## src/vp_consts.svh

```systemverilog
////////////////////////////////////////
// Constants for the Videopac glue logic
// Divider terminal counts, cartridge size
// thresholds and address widths
////////////////////////////////////////
`ifndef VP_CONSTS_SVH
`define VP_CONSTS_SVH

// Last count of the CPU divider per standard
`define VP_CPU_TERM_NTSC 7
`define VP_CPU_TERM_PAL 11

// Last count of the VDC divider per standard
`define VP_VDC_TERM_NTSC 5
`define VP_VDC_TERM_PAL 9
`define VP_DIV_W 4

// Download byte counts that select a banked layout
`define VP_SIZE_4K 4096
`define VP_SIZE_8K 8192
`define VP_SIZE_16K 16384
`define VP_SIZE_W 16

// ROM, character ROM and cartridge bus widths
`define VP_ROM_AW 14
`define VP_CHAR_AW 9
`define VP_CART_AW 12

`endif
```

## src/vp_io_pkg.sv

```systemverilog
////////////////////////////////////////
// Input and video types
// PS/2 key, key event, joystick pads
// and 24-bit pixel
////////////////////////////////////////
package vp_io_pkg;

	// Host PS/2 key word, toggle flips per event
	typedef struct packed {
		logic       toggle;
		logic       pressed;
		logic       extended;
		logic [7:0] code;
	} ps2_key_t;

	// Event towards the console keymap
	typedef struct packed {
		logic       stb;
		logic       released;
		logic [7:0] ascii;
	} key_event_t;

	// Host joystick, high when pressed
	// num holds keys 1..9 then 0
	typedef struct packed {
		logic [9:0] num;
		logic       reset;
		logic       action;
		logic       up;
		logic       down;
		logic       left;
		logic       right;
	} joy_pad_t;

	// Console side, active low, bit 1 player A
	typedef struct packed {
		logic [1:0] up_n;
		logic [1:0] down_n;
		logic [1:0] left_n;
		logic [1:0] right_n;
		logic [1:0] action_n;
		logic       reset_n;
	} console_pad_t;

	typedef struct packed {
		logic [7:0] r;
		logic [7:0] g;
		logic [7:0] b;
	} pixel_t;

endpackage

```

## src/vp_sys_pkg.sv

```systemverilog
////////////////////////////////////////
// System-side types
// Video standard, settings word, load
// index and decoded cartridge size
////////////////////////////////////////
package vp_sys_pkg;

	// Odyssey2 timing or Videopac timing
	typedef enum logic {
		STD_NTSC = 1'b0,
		STD_PAL  = 1'b1
	} video_std_e;

	// Registered system settings, three bits
	typedef struct packed {
		video_std_e video_std;
		video_std_e palette;
		logic       joy_swap;
	} sys_settings_t;

	// Download target selected by the host
	typedef enum logic [1:0] {
		IDX_CART_A  = 2'd0,
		IDX_CART_B  = 2'd1,
		IDX_XROM    = 2'd2,
		IDX_CHARSET = 2'd3
	} load_index_e;

	// Cartridge layout decoded from the byte count
	typedef enum logic [1:0] {
		SIZE_2K  = 2'd0,
		SIZE_4K  = 2'd1,
		SIZE_8K  = 2'd2,
		SIZE_16K = 2'd3
	} cart_size_e;

endpackage

```

## src/vp_glue_top.sv

```systemverilog
////////////////////////////////////////
// Videopac board glue, top level
// Settings, clock enables, cartridge
// mapper, input encoder and palette
////////////////////////////////////////
`timescale 1ns/1ps
`include "vp_consts.svh"

module vp_glue_top (
	input  logic                      clk_sys,
	input  logic                      reset,
	input  vp_sys_pkg::sys_settings_t settings_i,
	input  logic                      download_i,
	input  logic                      load_wr_i,
	input  vp_sys_pkg::load_index_e   load_index_i,
	input  logic [`VP_ROM_AW-1:0]     load_addr_i,
	input  logic [`VP_CART_AW-1:0]    cart_addr_i,
	input  logic                      bank0_i,
	input  logic                      bank1_i,
	input  logic                      cart_cs_n_i,
	input  logic                      psen_n_i,
	input  logic [`VP_CHAR_AW-1:0]    char_addr_i,
	input  vp_io_pkg::ps2_key_t       ps2_key_i,
	input  vp_io_pkg::joy_pad_t       joy_a_i,
	input  vp_io_pkg::joy_pad_t       joy_b_i,
	input  logic                      r_i,
	input  logic                      g_i,
	input  logic                      b_i,
	input  logic                      luma_i,
	output vp_sys_pkg::sys_settings_t settings_o,
	output logic                      console_reset_o,
	output logic                      cpu_en_o,
	output logic                      vdc_en_o,
	output logic [`VP_ROM_AW-1:0]     rom_addr_o,
	output logic                      rom_we_o,
	output logic                      rom_rd_o,
	output logic [`VP_CHAR_AW-1:0]    char_addr_o,
	output logic                      char_we_o,
	output vp_io_pkg::key_event_t     key_event_o,
	output vp_io_pkg::console_pad_t   pad_o,
	output vp_io_pkg::pixel_t         pixel_o
);

	vp_sys_config sys_config_i (
		.clk_sys         (clk_sys),
		.reset           (reset),
		.settings_i      (settings_i),
		.download_i      (download_i),
		.settings_o      (settings_o),
		.console_reset_o (console_reset_o)
	);

	// Console reset also realigns the dividers
	vp_clk_enables clk_enables_i (
		.clk_sys     (clk_sys),
		.reset       (reset),
		.video_std_i (settings_o.video_std),
		.restart_i   (console_reset_o),
		.cpu_en_o    (cpu_en_o),
		.vdc_en_o    (vdc_en_o)
	);

	vp_cart_mapper cart_mapper_i (
		.clk_sys      (clk_sys),
		.reset        (reset),
		.download_i   (download_i),
		.load_wr_i    (load_wr_i),
		.load_index_i (load_index_i),
		.load_addr_i  (load_addr_i),
		.cart_addr_i  (cart_addr_i),
		.bank0_i      (bank0_i),
		.bank1_i      (bank1_i),
		.cart_cs_n_i  (cart_cs_n_i),
		.psen_n_i     (psen_n_i),
		.char_addr_i  (char_addr_i),
		.rom_addr_o   (rom_addr_o),
		.rom_we_o     (rom_we_o),
		.rom_rd_o     (rom_rd_o),
		.char_addr_o  (char_addr_o),
		.char_we_o    (char_we_o)
	);

	vp_input_encoder input_encoder_i (
		.clk_sys     (clk_sys),
		.reset       (reset),
		.ps2_key_i   (ps2_key_i),
		.joy_a_i     (joy_a_i),
		.joy_b_i     (joy_b_i),
		.joy_swap_i  (settings_o.joy_swap),
		.key_event_o (key_event_o),
		.pad_o       (pad_o)
	);

	vp_palette palette_i (
		.video_std_i (settings_o.palette),
		.r_i         (r_i),
		.g_i         (g_i),
		.b_i         (b_i),
		.luma_i      (luma_i),
		.pixel_o     (pixel_o)
	);

endmodule

```

## src/vp_palette.sv

```systemverilog
////////////////////////////////////////
// NTSC and PAL colour lookup
////////////////////////////////////////
`timescale 1ns/1ps

module vp_palette (
	input  vp_sys_pkg::video_std_e video_std_i,
	input  logic                   r_i,
	input  logic                   g_i,
	input  logic                   b_i,
	input  logic                   luma_i,
	output vp_io_pkg::pixel_t      pixel_o
);

	// Calibrated palette, pairs of dark then luma
	localparam logic [23:0] LUT_NTSC [16] = '{
		24'h000000, 24'h676767, 24'h1a37be, 24'h5c80f6,
		24'h006d07, 24'h56c469, 24'h2aaabe, 24'h77e6eb,
		24'h790000, 24'hc75151, 24'h94309f, 24'hdc84e8,
		24'h77670b, 24'hc6b86a, 24'hcecece, 24'hffffff
	};

	// Saturated palette
	localparam logic [23:0] LUT_PAL [16] = '{
		24'h000000, 24'h494949, 24'h0000b6, 24'h4949ff,
		24'h00b601, 24'h49ff49, 24'h00b6c9, 24'h49ffff,
		24'hb60000, 24'hff4949, 24'hb600b6, 24'hff49ff,
		24'hb6b600, 24'hffff49, 24'hb6b6b6, 24'hffffff
	};

	logic [3:0]  idx;
	logic [23:0] colour;

	// Red is the top index bit
	assign idx = {r_i, g_i, b_i, luma_i};

	assign colour = (video_std_i == vp_sys_pkg::STD_PAL) ? LUT_PAL[idx] : LUT_NTSC[idx];

	assign pixel_o = vp_io_pkg::pixel_t'(colour);

endmodule

```

## src/vp_input_encoder.sv

```systemverilog
////////////////////////////////////////
// Keypad event encoder for PS/2 and
// joystick number buttons, joystick
// vectors towards the console
////////////////////////////////////////
`timescale 1ns/1ps

module vp_input_encoder (
	input  logic                      clk_sys,
	input  logic                      reset,
	input  vp_io_pkg::ps2_key_t       ps2_key_i,
	input  vp_io_pkg::joy_pad_t       joy_a_i,
	input  vp_io_pkg::joy_pad_t       joy_b_i,
	input  logic                      joy_swap_i,
	output vp_io_pkg::key_event_t     key_event_o,
	output vp_io_pkg::console_pad_t   pad_o
);

	vp_io_pkg::joy_pad_t joy_p1;
	vp_io_pkg::joy_pad_t joy_p2;
	logic [9:0]          joy_num;
	logic [9:0]          joy_num_q;
	logic                toggle_q;
	logic                ps2_chg;
	logic                ps2_chg_q;
	logic                ps2_rel_q;
	logic                joy_chg_q;
	logic                joy_rel_q;
	logic [7:0]          ps2_ascii;
	logic [7:0]          ps2_ascii_q;
	logic [7:0]          joy_ascii;
	logic [7:0]          joy_ascii_q;

	assign joy_num = joy_a_i.num | joy_b_i.num;
	assign ps2_chg = (ps2_key_i.toggle != toggle_q);

	// Console keymap table, extended prefix ignored
	always_comb begin
		case (ps2_key_i.code)
			8'h16:   ps2_ascii = "1";
			8'h1E:   ps2_ascii = "2";
			8'h26:   ps2_ascii = "3";
			8'h25:   ps2_ascii = "4";
			8'h2E:   ps2_ascii = "5";
			8'h36:   ps2_ascii = "6";
			8'h3D:   ps2_ascii = "7";
			8'h3E:   ps2_ascii = "8";
			8'h46:   ps2_ascii = "9";
			8'h45:   ps2_ascii = "0";
			8'h29:   ps2_ascii = " ";
			8'h79:   ps2_ascii = "+";
			8'h7B:   ps2_ascii = "-";
			8'h7C:   ps2_ascii = "*";
			8'h4A:   ps2_ascii = "/";
			8'h55:   ps2_ascii = "=";
			// Left and right GUI act as yes and no
			8'h1F:   ps2_ascii = 8'h11;
			8'h27:   ps2_ascii = 8'h12;
			8'h5A:   ps2_ascii = 8'h0A;
			8'h66:   ps2_ascii = 8'h08;
			default: ps2_ascii = 8'h00;
		endcase
	end

	// Lowest pressed button wins, bit 9 is key 0
	always_comb begin
		joy_ascii = 8'h00;
		for (int i = 9; i >= 0; i--) begin
			if (joy_num[i]) begin
				joy_ascii = (i == 9) ? 8'h30 : 8'h31 + 8'(i);
			end
		end
	end

	////////////////////////////////////////
	// Edge detect, then event register
	////////////////////////////////////////
	always_ff @(posedge clk_sys or posedge reset) begin
		if (reset) begin
			toggle_q    <= 1'b0;
			joy_num_q   <= '0;
			ps2_chg_q   <= 1'b0;
			ps2_rel_q   <= 1'b1;
			joy_chg_q   <= 1'b0;
			joy_rel_q   <= 1'b1;
			key_event_o <= '0;
		end else begin
			toggle_q  <= ps2_key_i.toggle;
			joy_num_q <= joy_num;
			ps2_chg_q <= ps2_chg;
			ps2_rel_q <= ~ps2_key_i.pressed;
			joy_chg_q <= |(joy_num ^ joy_num_q);
			joy_rel_q <= (joy_num == '0);
			// PS/2 takes the slot when both change together
			key_event_o.stb      <= ps2_chg_q | joy_chg_q;
			key_event_o.ascii    <= ps2_chg_q ? ps2_ascii_q : joy_ascii_q;
			key_event_o.released <= joy_rel_q & (ps2_rel_q | ~ps2_chg_q);
		end
	end

	// Character latches
	always_ff @(posedge clk_sys) begin
		if (ps2_chg) begin
			ps2_ascii_q <= ps2_ascii;
		end
		if (joy_num != '0) begin
			joy_ascii_q <= joy_ascii;
		end
	end

	////////////////////////////////////////
	// Joystick vectors, low when pressed
	////////////////////////////////////////
	assign joy_p1 = joy_swap_i ? joy_b_i : joy_a_i;
	assign joy_p2 = joy_swap_i ? joy_a_i : joy_b_i;

	assign pad_o.up_n     = {~joy_p1.up, ~joy_p2.up};
	assign pad_o.down_n   = {~joy_p1.down, ~joy_p2.down};
	assign pad_o.left_n   = {~joy_p1.left, ~joy_p2.left};
	assign pad_o.right_n  = {~joy_p1.right, ~joy_p2.right};
	assign pad_o.action_n = {~joy_p1.action, ~joy_p2.action};
	// Console reset needs both players
	assign pad_o.reset_n  = ~(joy_p1.reset & joy_p2.reset);

endmodule

```

## src/vp_cart_mapper.sv

```systemverilog
////////////////////////////////////////
// Cartridge download tracking, load write
// steering and banked address mapping
////////////////////////////////////////
`timescale 1ns/1ps
`include "vp_consts.svh"

module vp_cart_mapper (
	input  logic                    clk_sys,
	input  logic                    reset,
	input  logic                    download_i,
	input  logic                    load_wr_i,
	input  vp_sys_pkg::load_index_e load_index_i,
	input  logic [`VP_ROM_AW-1:0]   load_addr_i,
	input  logic [`VP_CART_AW-1:0]  cart_addr_i,
	input  logic                    bank0_i,
	input  logic                    bank1_i,
	input  logic                    cart_cs_n_i,
	input  logic                    psen_n_i,
	input  logic [`VP_CHAR_AW-1:0]  char_addr_i,
	output logic [`VP_ROM_AW-1:0]   rom_addr_o,
	output logic                    rom_we_o,
	output logic                    rom_rd_o,
	output logic [`VP_CHAR_AW-1:0]  char_addr_o,
	output logic                    char_we_o
);

	localparam logic [`VP_SIZE_W-1:0] BYTES_4K  = `VP_SIZE_4K;
	localparam logic [`VP_SIZE_W-1:0] BYTES_8K  = `VP_SIZE_8K;
	localparam logic [`VP_SIZE_W-1:0] BYTES_16K = `VP_SIZE_16K;

	logic                   download_q;
	logic                   xrom_q;
	logic [`VP_SIZE_W-1:0]  size_q;
	vp_sys_pkg::cart_size_e cart_size;
	logic [`VP_ROM_AW-1:0]  map_addr;
	logic                   to_char;

	////////////////////////////////////////
	// Download tracking
	////////////////////////////////////////
	always_ff @(posedge clk_sys or posedge reset) begin
		if (reset) begin
			download_q <= 1'b0;
			xrom_q     <= 1'b0;
			size_q     <= '0;
		end else begin
			download_q <= download_i;
			// First download cycle restarts the count
			if (download_i && !download_q) begin
				size_q <= '0;
				xrom_q <= (load_index_i == vp_sys_pkg::IDX_XROM);
			end else if (download_i && load_wr_i) begin
				size_q <= size_q + 1'b1;
			end
		end
	end

	// Only exact sizes pick a banked layout
	always_comb begin
		case (size_q)
			BYTES_4K:  cart_size = vp_sys_pkg::SIZE_4K;
			BYTES_8K:  cart_size = vp_sys_pkg::SIZE_8K;
			BYTES_16K: cart_size = vp_sys_pkg::SIZE_16K;
			default:   cart_size = vp_sys_pkg::SIZE_2K;
		endcase
	end

	////////////////////////////////////////
	// Address map, A10 unused below 16K
	////////////////////////////////////////
	always_comb begin
		if (xrom_q) begin
			map_addr = {2'b00, cart_addr_i};
		end else begin
			case (cart_size)
				vp_sys_pkg::SIZE_4K:
					map_addr = {2'b00, bank0_i, cart_addr_i[11], cart_addr_i[9:0]};
				vp_sys_pkg::SIZE_8K:
					map_addr = {1'b0, bank1_i, bank0_i, cart_addr_i[11], cart_addr_i[9:0]};
				vp_sys_pkg::SIZE_16K:
					map_addr = {bank1_i, bank0_i, cart_addr_i};
				default:
					map_addr = {3'b000, cart_addr_i[11], cart_addr_i[9:0]};
			endcase
		end
	end

	// Indices 0..2 land in cartridge ROM, 3 in char ROM
	assign to_char   = (load_index_i == vp_sys_pkg::IDX_CHARSET);
	assign rom_we_o  = load_wr_i & ~to_char;
	assign char_we_o = load_wr_i & to_char;

	assign rom_addr_o  = (download_i && !to_char) ? load_addr_i : map_addr;
	assign char_addr_o = (download_i && to_char) ? load_addr_i[`VP_CHAR_AW-1:0] : char_addr_i;

	// XROM also answers outside the cartridge select window
	assign rom_rd_o = xrom_q ? (~(cart_cs_n_i & bank0_i) & psen_n_i) : ~psen_n_i;

endmodule

```

## src/vp_clk_enables.sv

```systemverilog
////////////////////////////////////////
// CPU and VDC clock-enable pulses
////////////////////////////////////////
`timescale 1ns/1ps
`include "vp_consts.svh"

module vp_clk_enables (
	input  logic                   clk_sys,
	input  logic                   reset,
	input  vp_sys_pkg::video_std_e video_std_i,
	input  logic                   restart_i,
	output logic                   cpu_en_o,
	output logic                   vdc_en_o
);

	localparam logic [`VP_DIV_W-1:0] CPU_TERM_NTSC = `VP_CPU_TERM_NTSC;
	localparam logic [`VP_DIV_W-1:0] CPU_TERM_PAL  = `VP_CPU_TERM_PAL;
	localparam logic [`VP_DIV_W-1:0] VDC_TERM_NTSC = `VP_VDC_TERM_NTSC;
	localparam logic [`VP_DIV_W-1:0] VDC_TERM_PAL  = `VP_VDC_TERM_PAL;

	logic [`VP_DIV_W-1:0] cpu_cnt_q;
	logic [`VP_DIV_W-1:0] vdc_cnt_q;
	logic [`VP_DIV_W-1:0] cpu_term;
	logic [`VP_DIV_W-1:0] vdc_term;
	logic                 is_pal;

	// NTSC divides by 8 and 6, PAL by 12 and 10
	assign is_pal   = (video_std_i == vp_sys_pkg::STD_PAL);
	assign cpu_term = is_pal ? CPU_TERM_PAL : CPU_TERM_NTSC;
	assign vdc_term = is_pal ? VDC_TERM_PAL : VDC_TERM_NTSC;

	always_ff @(posedge clk_sys or posedge reset) begin
		if (reset) begin
			cpu_cnt_q <= '0;
			vdc_cnt_q <= '0;
			cpu_en_o  <= 1'b0;
			vdc_en_o  <= 1'b0;
		end else if (restart_i) begin
			// Restart lines both dividers up again
			cpu_cnt_q <= '0;
			vdc_cnt_q <= '0;
			cpu_en_o  <= 1'b0;
			vdc_en_o  <= 1'b0;
		end else begin
			// Wrap on >= so a PAL to NTSC switch never overruns
			cpu_en_o  <= (cpu_cnt_q >= cpu_term);
			cpu_cnt_q <= (cpu_cnt_q >= cpu_term) ? '0 : cpu_cnt_q + 1'b1;
			vdc_en_o  <= (vdc_cnt_q >= vdc_term);
			vdc_cnt_q <= (vdc_cnt_q >= vdc_term) ? '0 : vdc_cnt_q + 1'b1;
		end
	end

endmodule

```

## src/vp_sys_config.sv

```systemverilog
////////////////////////////////////////
// Settings register with console reset
// on video standard change or download
////////////////////////////////////////
`timescale 1ns/1ps

module vp_sys_config (
	input  logic                      clk_sys,
	input  logic                      reset,
	input  vp_sys_pkg::sys_settings_t settings_i,
	input  logic                      download_i,
	output vp_sys_pkg::sys_settings_t settings_o,
	output logic                      console_reset_o
);

	vp_sys_pkg::sys_settings_t settings_q;
	vp_sys_pkg::video_std_e    std_prev_q;
	logic                      std_chg_q;

	always_ff @(posedge clk_sys or posedge reset) begin
		if (reset) begin
			settings_q <= '0;
			std_prev_q <= vp_sys_pkg::STD_NTSC;
			std_chg_q  <= 1'b0;
		end else begin
			settings_q <= settings_i;
			// Previous standard trails the registered one by a cycle
			std_prev_q <= settings_q.video_std;
			std_chg_q  <= (settings_q.video_std != std_prev_q);
		end
	end

	assign settings_o = settings_q;

	// Console held in reset for the whole download
	assign console_reset_o = std_chg_q | download_i;

endmodule

```

## config.mk

```make
export PLATFORM = sky130hd
export DESIGN_NAME = vp_glue_top
export DESIGN_NICKNAME = d
export VERILOG_FILES = /design/src/vp_io_pkg.sv /design/src/vp_sys_pkg.sv /design/src/vp_glue_top.sv /design/src/vp_palette.sv /design/src/vp_input_encoder.sv /design/src/vp_cart_mapper.sv /design/src/vp_clk_enables.sv /design/src/vp_sys_config.sv
export VERILOG_INCLUDE_DIRS = /design/src
export SDC_FILE = /design/constraint.sdc
export NUM_CORES = 1
export LEC_CHECK = 0
export BUFFER_PORTS_ARGS = -buffer_cell sky130_fd_sc_hd__buf_2
export CORE_AREA = 3 3 105 107
export CTS_BUF_LIST = sky130_fd_sc_hd__clkbuf_2 sky130_fd_sc_hd__clkbuf_4 sky130_fd_sc_hd__clkbuf_8
export DETAILED_ROUTE_END_ITERATION = 8
export DIE_AREA = 0 0 108 110
export PLACE_DENSITY_LB_ADDON = 0.12
export REMOVE_ABC_BUFFERS = 1
export SYNTH_ARGS = -nofsm -noshare
export SYNTH_HDL_FRONTEND = slang
export SYNTH_HIERARCHICAL = 1
export SYNTH_SLANG_ARGS = --single-unit
```

## constraint.sdc

```tcl
create_clock -name clk_sys -period 1.7 [get_ports clk_sys]
set_clock_uncertainty 0.05 [all_clocks]
set_input_delay 0.255 -clock clk_sys [delete_from_list [all_inputs] [get_ports clk_sys]]
set_output_delay 0.255 -clock clk_sys [all_outputs]
set_load 0.02 [all_outputs]
```

After elaboration in Yosys (flattened, before gate mapping)
Memory sizes are Yosys's and may differ from the RTL's.
Cells that the tools add are included.
Storage, ports and cells
  output and inout port bits: 77
  memories: 2
  bits in read-only memories: 768
  flip-flop bits (word level): 72
  input bits: 95
Memory list
  (name not given): depth 16, width 24, rd ports 1, clocked after Yosys merged registers in 0, write ports 0, line vp_palette.sv:37  | assign colour = (video_std_i == vp_sys_pkg::STD_PAL) ? LUT_PAL[idx] : LUT_NTSC[idx];
  (name not given): depth 16, width 24, rd ports 1, clocked after Yosys merged registers in 0, write ports 0, line vp_palette.sv:37
Operators by class
  $lt $le $gt $ge: 3
  bitwise gates (word level): 28
  add/sub/neg operators: 3
  reduce and logical (&&, ||, !) cells: 13
  mux-type cells: 34
  equality and inequality tests: 30
Operators with widths (count)
  $mux 24: 5
  $pmux 6 s20: 1
  $eq 8x7->1 const B: 9
  $eq 8x6->1 const B: 8
  $pmux 14 s3: 1
  $mux 16: 2
  $mux 4: 8
  $mux 14: 2
  $eq 8x5->1 const B: 3
  $mux 6: 3
  $add 16x1->16 const B: 1
  $eq 16x13->1 const B: 1
  $eq 16x14->1 const B: 1
  $eq 16x15->1 const B: 1
  $not 1->1: 16
  $mux 3: 4
  $logic_not 10->1: 1
  $or 10x10->10: 1
  $reduce_bool 10->1: 1
  $reduce_or 10->1: 1
  $xor 10x10->10: 1
  $mux 9: 1
  $reduce_or 9->1: 1
  $add 4x1->4 const B: 2
  17 further kinds: 36

Depth between registers and ports, before layout
Gate-level depths: netlist of run 1.
  depth after elaboration: 10
  gate-level depth with buffers: 7
  mapped depth without buffers: 6

Hierarchy
Netlist of run 1, hierarchy kept.
By module, submodules not included
  vp_input_encoder: cells an instance 176, area each 1859.3 um^2, times used 1
  vp_cart_mapper: cells an instance 175, area each 1410.1 um^2, times used 1
  vp_palette: cells an instance 124, area each 823.3 um^2, times used 1
  vp_clk_enables: cells an instance 46, area each 503.0 um^2, times used 1
  vp_sys_config: cells an instance 8, area each 143.9 um^2, times used 1

Least setup slack after synthesis of run 1
OpenSTA, ideal clock, no wires.
  path kind: reg2out
  start point: register cart_mapper_i.size_q[0]
  end point: output rom_addr_o[13]
  arrival time: 1.973 ns
  path slack: -0.578 ns
  required time: 1.395 ns
  stages on the path, launching flop included: 6
  cell sequence: dfrtp_1 inv_1 ha_1 nor4b_1 nand4_1 o41ai_1
Between the ends
  cells in the longest elaborated chain, start to end: 6
  elaborated cells between the ends (all ways): 10
  those cells by class: eq/ne: 6; mux: 4
Ends and longest elaborated chain
  from (decl): line vp_cart_mapper.sv:34  | logic [`VP_SIZE_W-1:0] size_q;
  from (signal assigned): line vp_cart_mapper.sv:54  | size_q <= size_q + 1'b1;
  $eq 16x15->1, or another cell as far along: line vp_cart_mapper.sv:61  | case (size_q)
  $pmux 2 s3 (*): line vp_cart_mapper.sv:61
  $eq 2x2->1 / $eq 2x1->1 (equally long branches): line vp_cart_mapper.sv:76  | case (cart_size)
  $pmux 14 s3 (*): line vp_cart_mapper.sv:76
  $mux 14 (*): line vp_cart_mapper.sv:73  | if (xrom_q) begin
  $mux 14 (*): line vp_cart_mapper.sv:94  | assign rom_addr_o = (download_i && !to_char) ? load_addr_i : map_addr;
  to (decl): line vp_glue_top.sv:34  | output logic [`VP_ROM_AW-1:0] rom_addr_o,
Mark *: on every way between the ends. The rest lies on a longest branch, timed or not.

Final worst setup path of run 1
  start point: register cart_mapper_i.size_q[1]
  end point: output rom_addr_o[11]
Same word-level chain as after synthesis.

==> out/qor.yml, run 1 <==
critical_path:
  crit_path_max_incr_delay_ns: 0.39
  crit_chain: "inv_2 -> ha_4 -> nor4b_4 -> buf_4 -> nand4_1 -> mux2i_1 -> o31ai_1 -> buf_2"
  worst_path_max_delay_cell: "dfrtp_1"
  r2r_slack_ns: 0.06
  cpLargestDelayFamily: "buffers and inverters"
  cp-end-kind: "output pin"
  cp_max_fo: 3
  cp_num_buf_inv: 3
  start_kind: "flip-flop"
  path_class: "flip-flop to output pin"
  arrival_ns: 1.91
  required_ns: 1.39
synthesis:
  ys_types: 70
  syn_area_per_cell_um2: 8.959
  synth_edf_count: 11
  synth_flop_cell: "dfrtp_1"
  ys_seq_elements: 67
  async_reset_ff_share_pct: 83.58
  ys_seq_area_share_pct: 36.59
  yosysWarnings: 6
  syn-instance-count: 529
  syn-cell-area_um2: 4740
place:
  place_area_um2: 6176
  hpwl_um: 10350
  placed_cells: 878
  io_buffers: 168
  pre_cts_slack_ns: -0.2719
  gp_congestion: 0.9227
floorplanning:
  dieArea_um2: 11880
  ios: 172
  start_util_pct: 46.33
  die_width_um: 108
  row_count: 37
  core-area_um2: 10230
  die_height_um: 110
global_routing:
  grt_usage_pct: 22.58
  antenna_found_initial: 0
  grt-ovfl-total: 0
  grt_max_degree: 24
  grt_pass1_vias: 4762
  grt_use_met2_pct: 42.85
  grt_use_met3_pct: 3.669
  grt_pass1_wl_um: 21700
  use_met1_pct: 25.61
  busiest_layer: "met2"
cells_and_area:
  n_antenna_cell: 0
  instances_no_fill: 919
  layout-drive-gt1-share_pct: 47.89
  layout_common_cells: "buf_2 (143), buf_4 (98), nand2_1 (56), dfrtp_1 (51), nor2_1 (33)"
  fin_nets: 891
  final_util_pct: 69.96
  layout_commonest_cell: "buf_2"
  final_area_um2: 7158
  area_delta_synth_final_pct: 51.03
timing:
  timing.final.ws_setup_ns: -0.5112
  slew_viol_final: 0
  min_period_ns: 2.211
  finalSetupTns_ns: -6.644
  setup_violations: 28
  rsz0062_at_grt: "true"
  post-route-period-util_pct: 130.1
  hold_viol: 0
  clock.fmax_mhz: 452.2
  whs_ns: 0.1489
status:
  outcome: "finished, violations left"
  failed_checks: "setup timing"
cts:
  clock_path_buffers: 2
  h-tree-depth: 3
  cts_tree: "yes"
  cts.clk_slew.worst_paths_ns: 0.07
  cts_inserted_buffers: 9
  cts_sinks: 67
  clk_latency_ns: 0.33
  cts-root-buf: "clkbuf_8"
detailed_routing:
  drc: 0
  ant_nets: 0
  drt_iter0_markers: 176
  routed_wl_um: 14240
  vias: 4930
  viasPerCell: 5.365
  firstDrtPassIters: 5
  wire_per_inst_um: 15.49
min_path:
  worstHoldPathType: "input pin to flip-flop"
power_and_ir_drop:
  seqPwrFrac_pct: 38.8
  power.internal_mw: 3.057
  p_total_mw: 4.507
  p_leak_nw: 3.397
  powerDensity_nw_per_um2: 629.6
  swShare_pct: 32.17
  pwr-share-comb_pct: 32.9
  switching_power_mw: 1.450
  vdd_drop_max_mv: 0.6232
  clkPwrFrac_pct: 28.3
job:
  cap_violations: 0
==> flip-flops by register name, summed over array words and instances, names as in the netlist, 3 cells and up <==
name	count
input_encoder_i/joy_ascii_q	5
input_encoder_i/joy_num_q	10
sys_config_i/settings_o	3
input_encoder_i/ps2_ascii_q	6
clk_enables_i/cpu_cnt_q	4
input_encoder_i/key_event_o	8
clk_enables_i/vdc_cnt_q	4
cart_mapper_i/size_q	16
==> path summary, 6_finish.rpt <==
kind                                                          start                                endpoint  cells after the start
worst max-delay path            cart_mapper_i/size_q[1]$_DFFE_PP0P_                          rom_addr_o[11]                      8
worst max register to register  cart_mapper_i/size_q[1]$_DFFE_PP0P_    cart_mapper_i/size_q[14]$_DFFE_PP0P_                      7
worst min-delay path                                    joy_a_i[15]  input_encoder_i/joy_num_q[9]$_DFF_PP0_                      2
min in group asynchronous                                     reset       sys_config_i/std_prev_q$_DFF_PP0_                      3
max in group asynchronous                                     reset     input_encoder_i/ps2_rel_q$_DFF_PP1_                      4
worst min register to register    sys_config_i/std_prev_q$_DFF_PP0_        sys_config_i/std_chg_q$_DFF_PP0_                      1
==> worst register-to-register path: stages, from the launching register on <==
cell and delay (ns):
dfrtp_1 0.36, buf_4 0.11, buf_4 0.10, ha_2 0.18, and4_4 0.25, inv_1 0.06
or3_1 0.36, a21oi_2 0.12
==> cell type report <==
class                   instances  area (um2)
repair buffers                270        1843
clock buffers                   9       123.9
inverters                      34       140.1
multi-input cells             396        3074
fillers                       789        3073
clock inverters                 7       68.82
flip-flops and latches         67        1738
well taps                     136       170.2
==> cells by family (layout without fill, tap and decap cells) <==
logic type / Yosys count / after routing / synth area share [%]
XOR/XNOR: 30 / 30 / 5.544
AND/OR/NAND/NOR: 205 / 205 / 23.76
adder cells (fa/ha/maj): 18 / 18 / 4.752
flip-flops: 67 / 67 / 36.59
buffers and inverters: 67 / 320 / 7.048
AO/OA/AOI/OAI: 111 / 111 / 15.52
other: 1 / 2 / 0.07912
multiplexers: 30 / 30 / 6.705
==> layer usage <==
layer  vias up  routed length (um)
li1       2378                   -
met1      2340                5795
met2       184                7284
met3        28                 812
met4         0                 345
met5         -                   0
==> repair_timing <==
action,CTS,global route
setup buffers,9,11
hold buffers,6,0
pin swaps,33,16
cloned,1,0
setup endpoints to repair,26,35
gates resized for setup,113,33
hold endpoints to repair,59,0
==> Yosys cell counts, types with 11 or more instances <==
master | count | share of area [%]
a21oi_1 | 29 | 3.1
buf_4 | 13 | 2.1
dfrtp_1 | 54 | 29
edfxtp_1 | 11 | 7.0
ha_1 | 18 | 4.8
inv_1 | 34 | 2.7
mux2_2 | 14 | 3.3
mux2i_1 | 16 | 3.4
nand2_1 | 57 | 4.5
nand3_1 | 12 | 1.3
nand4_1 | 12 | 1.6
nor2_1 | 36 | 2.9
nor3_1 | 12 | 1.3
o21ai_0 | 20 | 2.1
xnor2_1 | 13 | 2.4
xor2_1 | 17 | 3.1
==> power by group through the flow <==
stage	registers, mW	logic, mW	clock network [mW]
3_3_place_gp	1.77	1.18	0
3_5_place_dp	1.78	1.20	0
6_report	1.75	1.48	1.27
5_1_grt	1.76	1.60	1.35
4_1_cts	1.75	1.40	1.30
2_1_floorplan	1.81	0.596	0
(Power assumes the default switching activity.)
==> run 2, diff against run 1 <==
CORE_AREA = 3 3 100 102   (was 3 3 105 107)
DIE_AREA = 0 0 103 105   (was 0 0 108 110)
clock period = 2.3 ns   (was 1.7 ns; I/O delays follow)
==> out/qor.yml, run 2 (synthesis results as in run 1) <==
status:
  outcome: "finished, violations left"
  failed_checks: "setup timing"
timing:
  post-route-period-util_pct: 103.6
  timing.final.ws_setup_ns: -0.08198
  setup_violations: 1
  rsz0062_at_grt: "true"
  worst_pin_slew_ns: 0.7032
  whs_ns: 0.06462
  slew_viol_final: 0
  max_slew_margin_pct: 53.07
  min_period_ns: 2.382
  finalSetupTns_ns: -0.08198
  hold_viol: 0
  clock.fmax_mhz: 419.8
floorplanning:
  dieArea_um2: 10820
  row_count: 35
  core-area_um2: 9196
  ios: 172
  die_height_um: 105
  start_util_pct: 51.54
  die_width_um: 103
critical_path:
  reg2regPathDepth: 7
  crit_chain: "inv_2 -> ha_4 -> nor4b_4 -> buf_4 -> nand4_1 -> mux2i_1 -> o31ai_1 -> buf_2"
  worst_path_max_delay_cell: "dfrtp_1"
  path_class: "flip-flop to output pin"
  r2r_start: "cart_mapper_i/size_q[0]$_DFFE_PP0P_"
  reg2reg_to: "cart_mapper_i/size_q[14]$_DFFE_PP0P_"
  cp-end-kind: "output pin"
  required_ns: 1.90
  start_kind: "flip-flop"
  crit_path_max_incr_delay_ns: 0.39
  cp_max_fo: 3
  r2r_slack_ns: 0.38
  arrival_ns: 1.99
cells_and_area:
  fin_nets: 811
  final_area_um2: 5958
  layout_commonest_cell: "buf_2"
  n_antenna_cell: 0
  instances_no_fill: 814
  final_util_pct: 64.79
  regMostFlops: "cart_mapper_i/size_q"
  reg_top3: "cart_mapper_i/size_q: 16 flops, input_encoder_i/joy_num_q: 10 flops, input_encoder_i/key_event_o: 8 flops"
  layout_common_cells: "buf_2 (166), nand2_1 (57), dfrtp_1 (53), nor2_1 (36), inv_1 (32)"
  largest_reg_flops: 16
  area_delta_synth_final_pct: 25.71
  layout-drive-gt1-share_pct: 34.99
place:
  io_buffers: 168
  hpwl_um: 9363
  placed_cells: 794
  pre_cts_slack_ns: 0.1394
  gp_congestion: 0.9498
  place_area_um2: 5652
cts:
  clk_latency_ns: 0.34
  cts.clk_slew.worst_paths_ns: 0.08
  h-tree-depth: 3
  cts-root-buf: "clkbuf_8"
  clock_path_buffers: 2
  cts_inserted_buffers: 9
  cts_tree: "yes"
  cts_sinks: 67
global_routing:
  grt_max_degree: 24
  grt_pass1_vias: 4219
  antenna_found_initial: 0
  grt_pass1_wl_um: 19240
  grt-ovfl-total: 0
  grt_usage_pct: 21.87
min_path:
  min_from: "settings_i[1]"
  worstHoldPathType: "input pin to flip-flop"
  holdPathEnd: "sys_config_i/settings_o[1]$_DFF_PP0_"
  hold_depth: 1
job:
  cap_violations: 0
detailed_routing:
  viasPerCell: 5.559
  drt_iter0_markers: 150
  firstDrtPassIters: 5
  ant_nets: 0
  wl_met3_um: 793
  wl_met2_um: 6262
  wl_met1_um: 5004
  wire_per_inst_um: 15.02
  routed_wl_um: 12230
  highest_layer: "met4"
  drc: 0
  vias: 4525
power_and_ir_drop:
  p_total_mw: 3.145
  vdd_drop_max_mv: 0.4876
  powerDensity_nw_per_um2: 527.9
  p_leak_nw: 2.880
-- run 2: cell count changes in the layout (fill, tap and decap cells not counted), moves of 7 or more --
cell	previous run	this run
a21oi_1	18	29
a21oi_2	11	0
buf_12	7	0
buf_2	143	166
buf_4	98	23
buf_6	13	0
-- run 2: how the worst max path moves through the flow --
stage | startpoint | endpoint | slack [ns] | cells after the start
finish | cart_mapper_i/size_q[0]$_DFFE_PP0P_ | rom_addr_o[11] | -0.08 | 8
global route | cart_mapper_i/size_q[0]$_DFFE_PP0P_ | rom_addr_o[11] | -0.21 | 8
CTS | cart_mapper_i/size_q[0]$_DFFE_PP0P_ | rom_addr_o[11] | -0.11 | 8
detailed placement | cart_mapper_i/size_q[1]$_DFFE_PP0P_ | rom_addr_o[11] | 0.14 | 8
global placement | cart_mapper_i/size_q[1]$_DFFE_PP0P_ | rom_addr_o[11] | 0.13 | 8
floorplan | cart_mapper_i/size_q[0]$_DFFE_PP0P_ | rom_addr_o[13] | -0.07 | 5
-- run 2: critical path, delay by kind of cell, from the launching register on --
family,cells,cell delay (ns)
muxes,1,0.16
AOI/OAI and AO/OA,1,0.19
buffers and inverters,3,0.46
DFF,1,0.39
and+or+nand+nor,2,0.32
adders and majority gates,1,0.13
-- run 2: power by group --
group	total, mW	internal, mW	switching, mW
Sequential	1.30	1.26	0.0401
Combinational	0.832	0.339	0.493
Clock	1.01	0.541	0.473
Total	3.15	2.14	1.01
-- run 2: area by class of cell --
| class | count | area, um2 |
|---|---|---|
| Multi-Input combinational cell | 396 | 2731 |
| Inverter | 34 | 127.6 |
| Timing Repair Buffer | 190 | 1013 |
| Clock inverter | 6 | 73.82 |
| Tap cell | 111 | 138.9 |
| Fill cell | 809 | 3238 |
| Clock buffer | 10 | 137.6 |
| Sequential cell | 67 | 1735 |
-- run 2: what timing repair did --
action,4_1_cts,5_1_grt
hold endpoints to repair,15,0
setup buffers,1,2
pin swaps,2,2
endpoints found under the setup margin,4,5
hold buffers,1,0
gates resized for setup,9,4
-- run 2: layer usage --
layer	track usage [%]	vias up
met1	26.45	2101
met3	5.007	18
met4	5.735	0
met5	0	-
li1	-	2223
met2	38.45	183
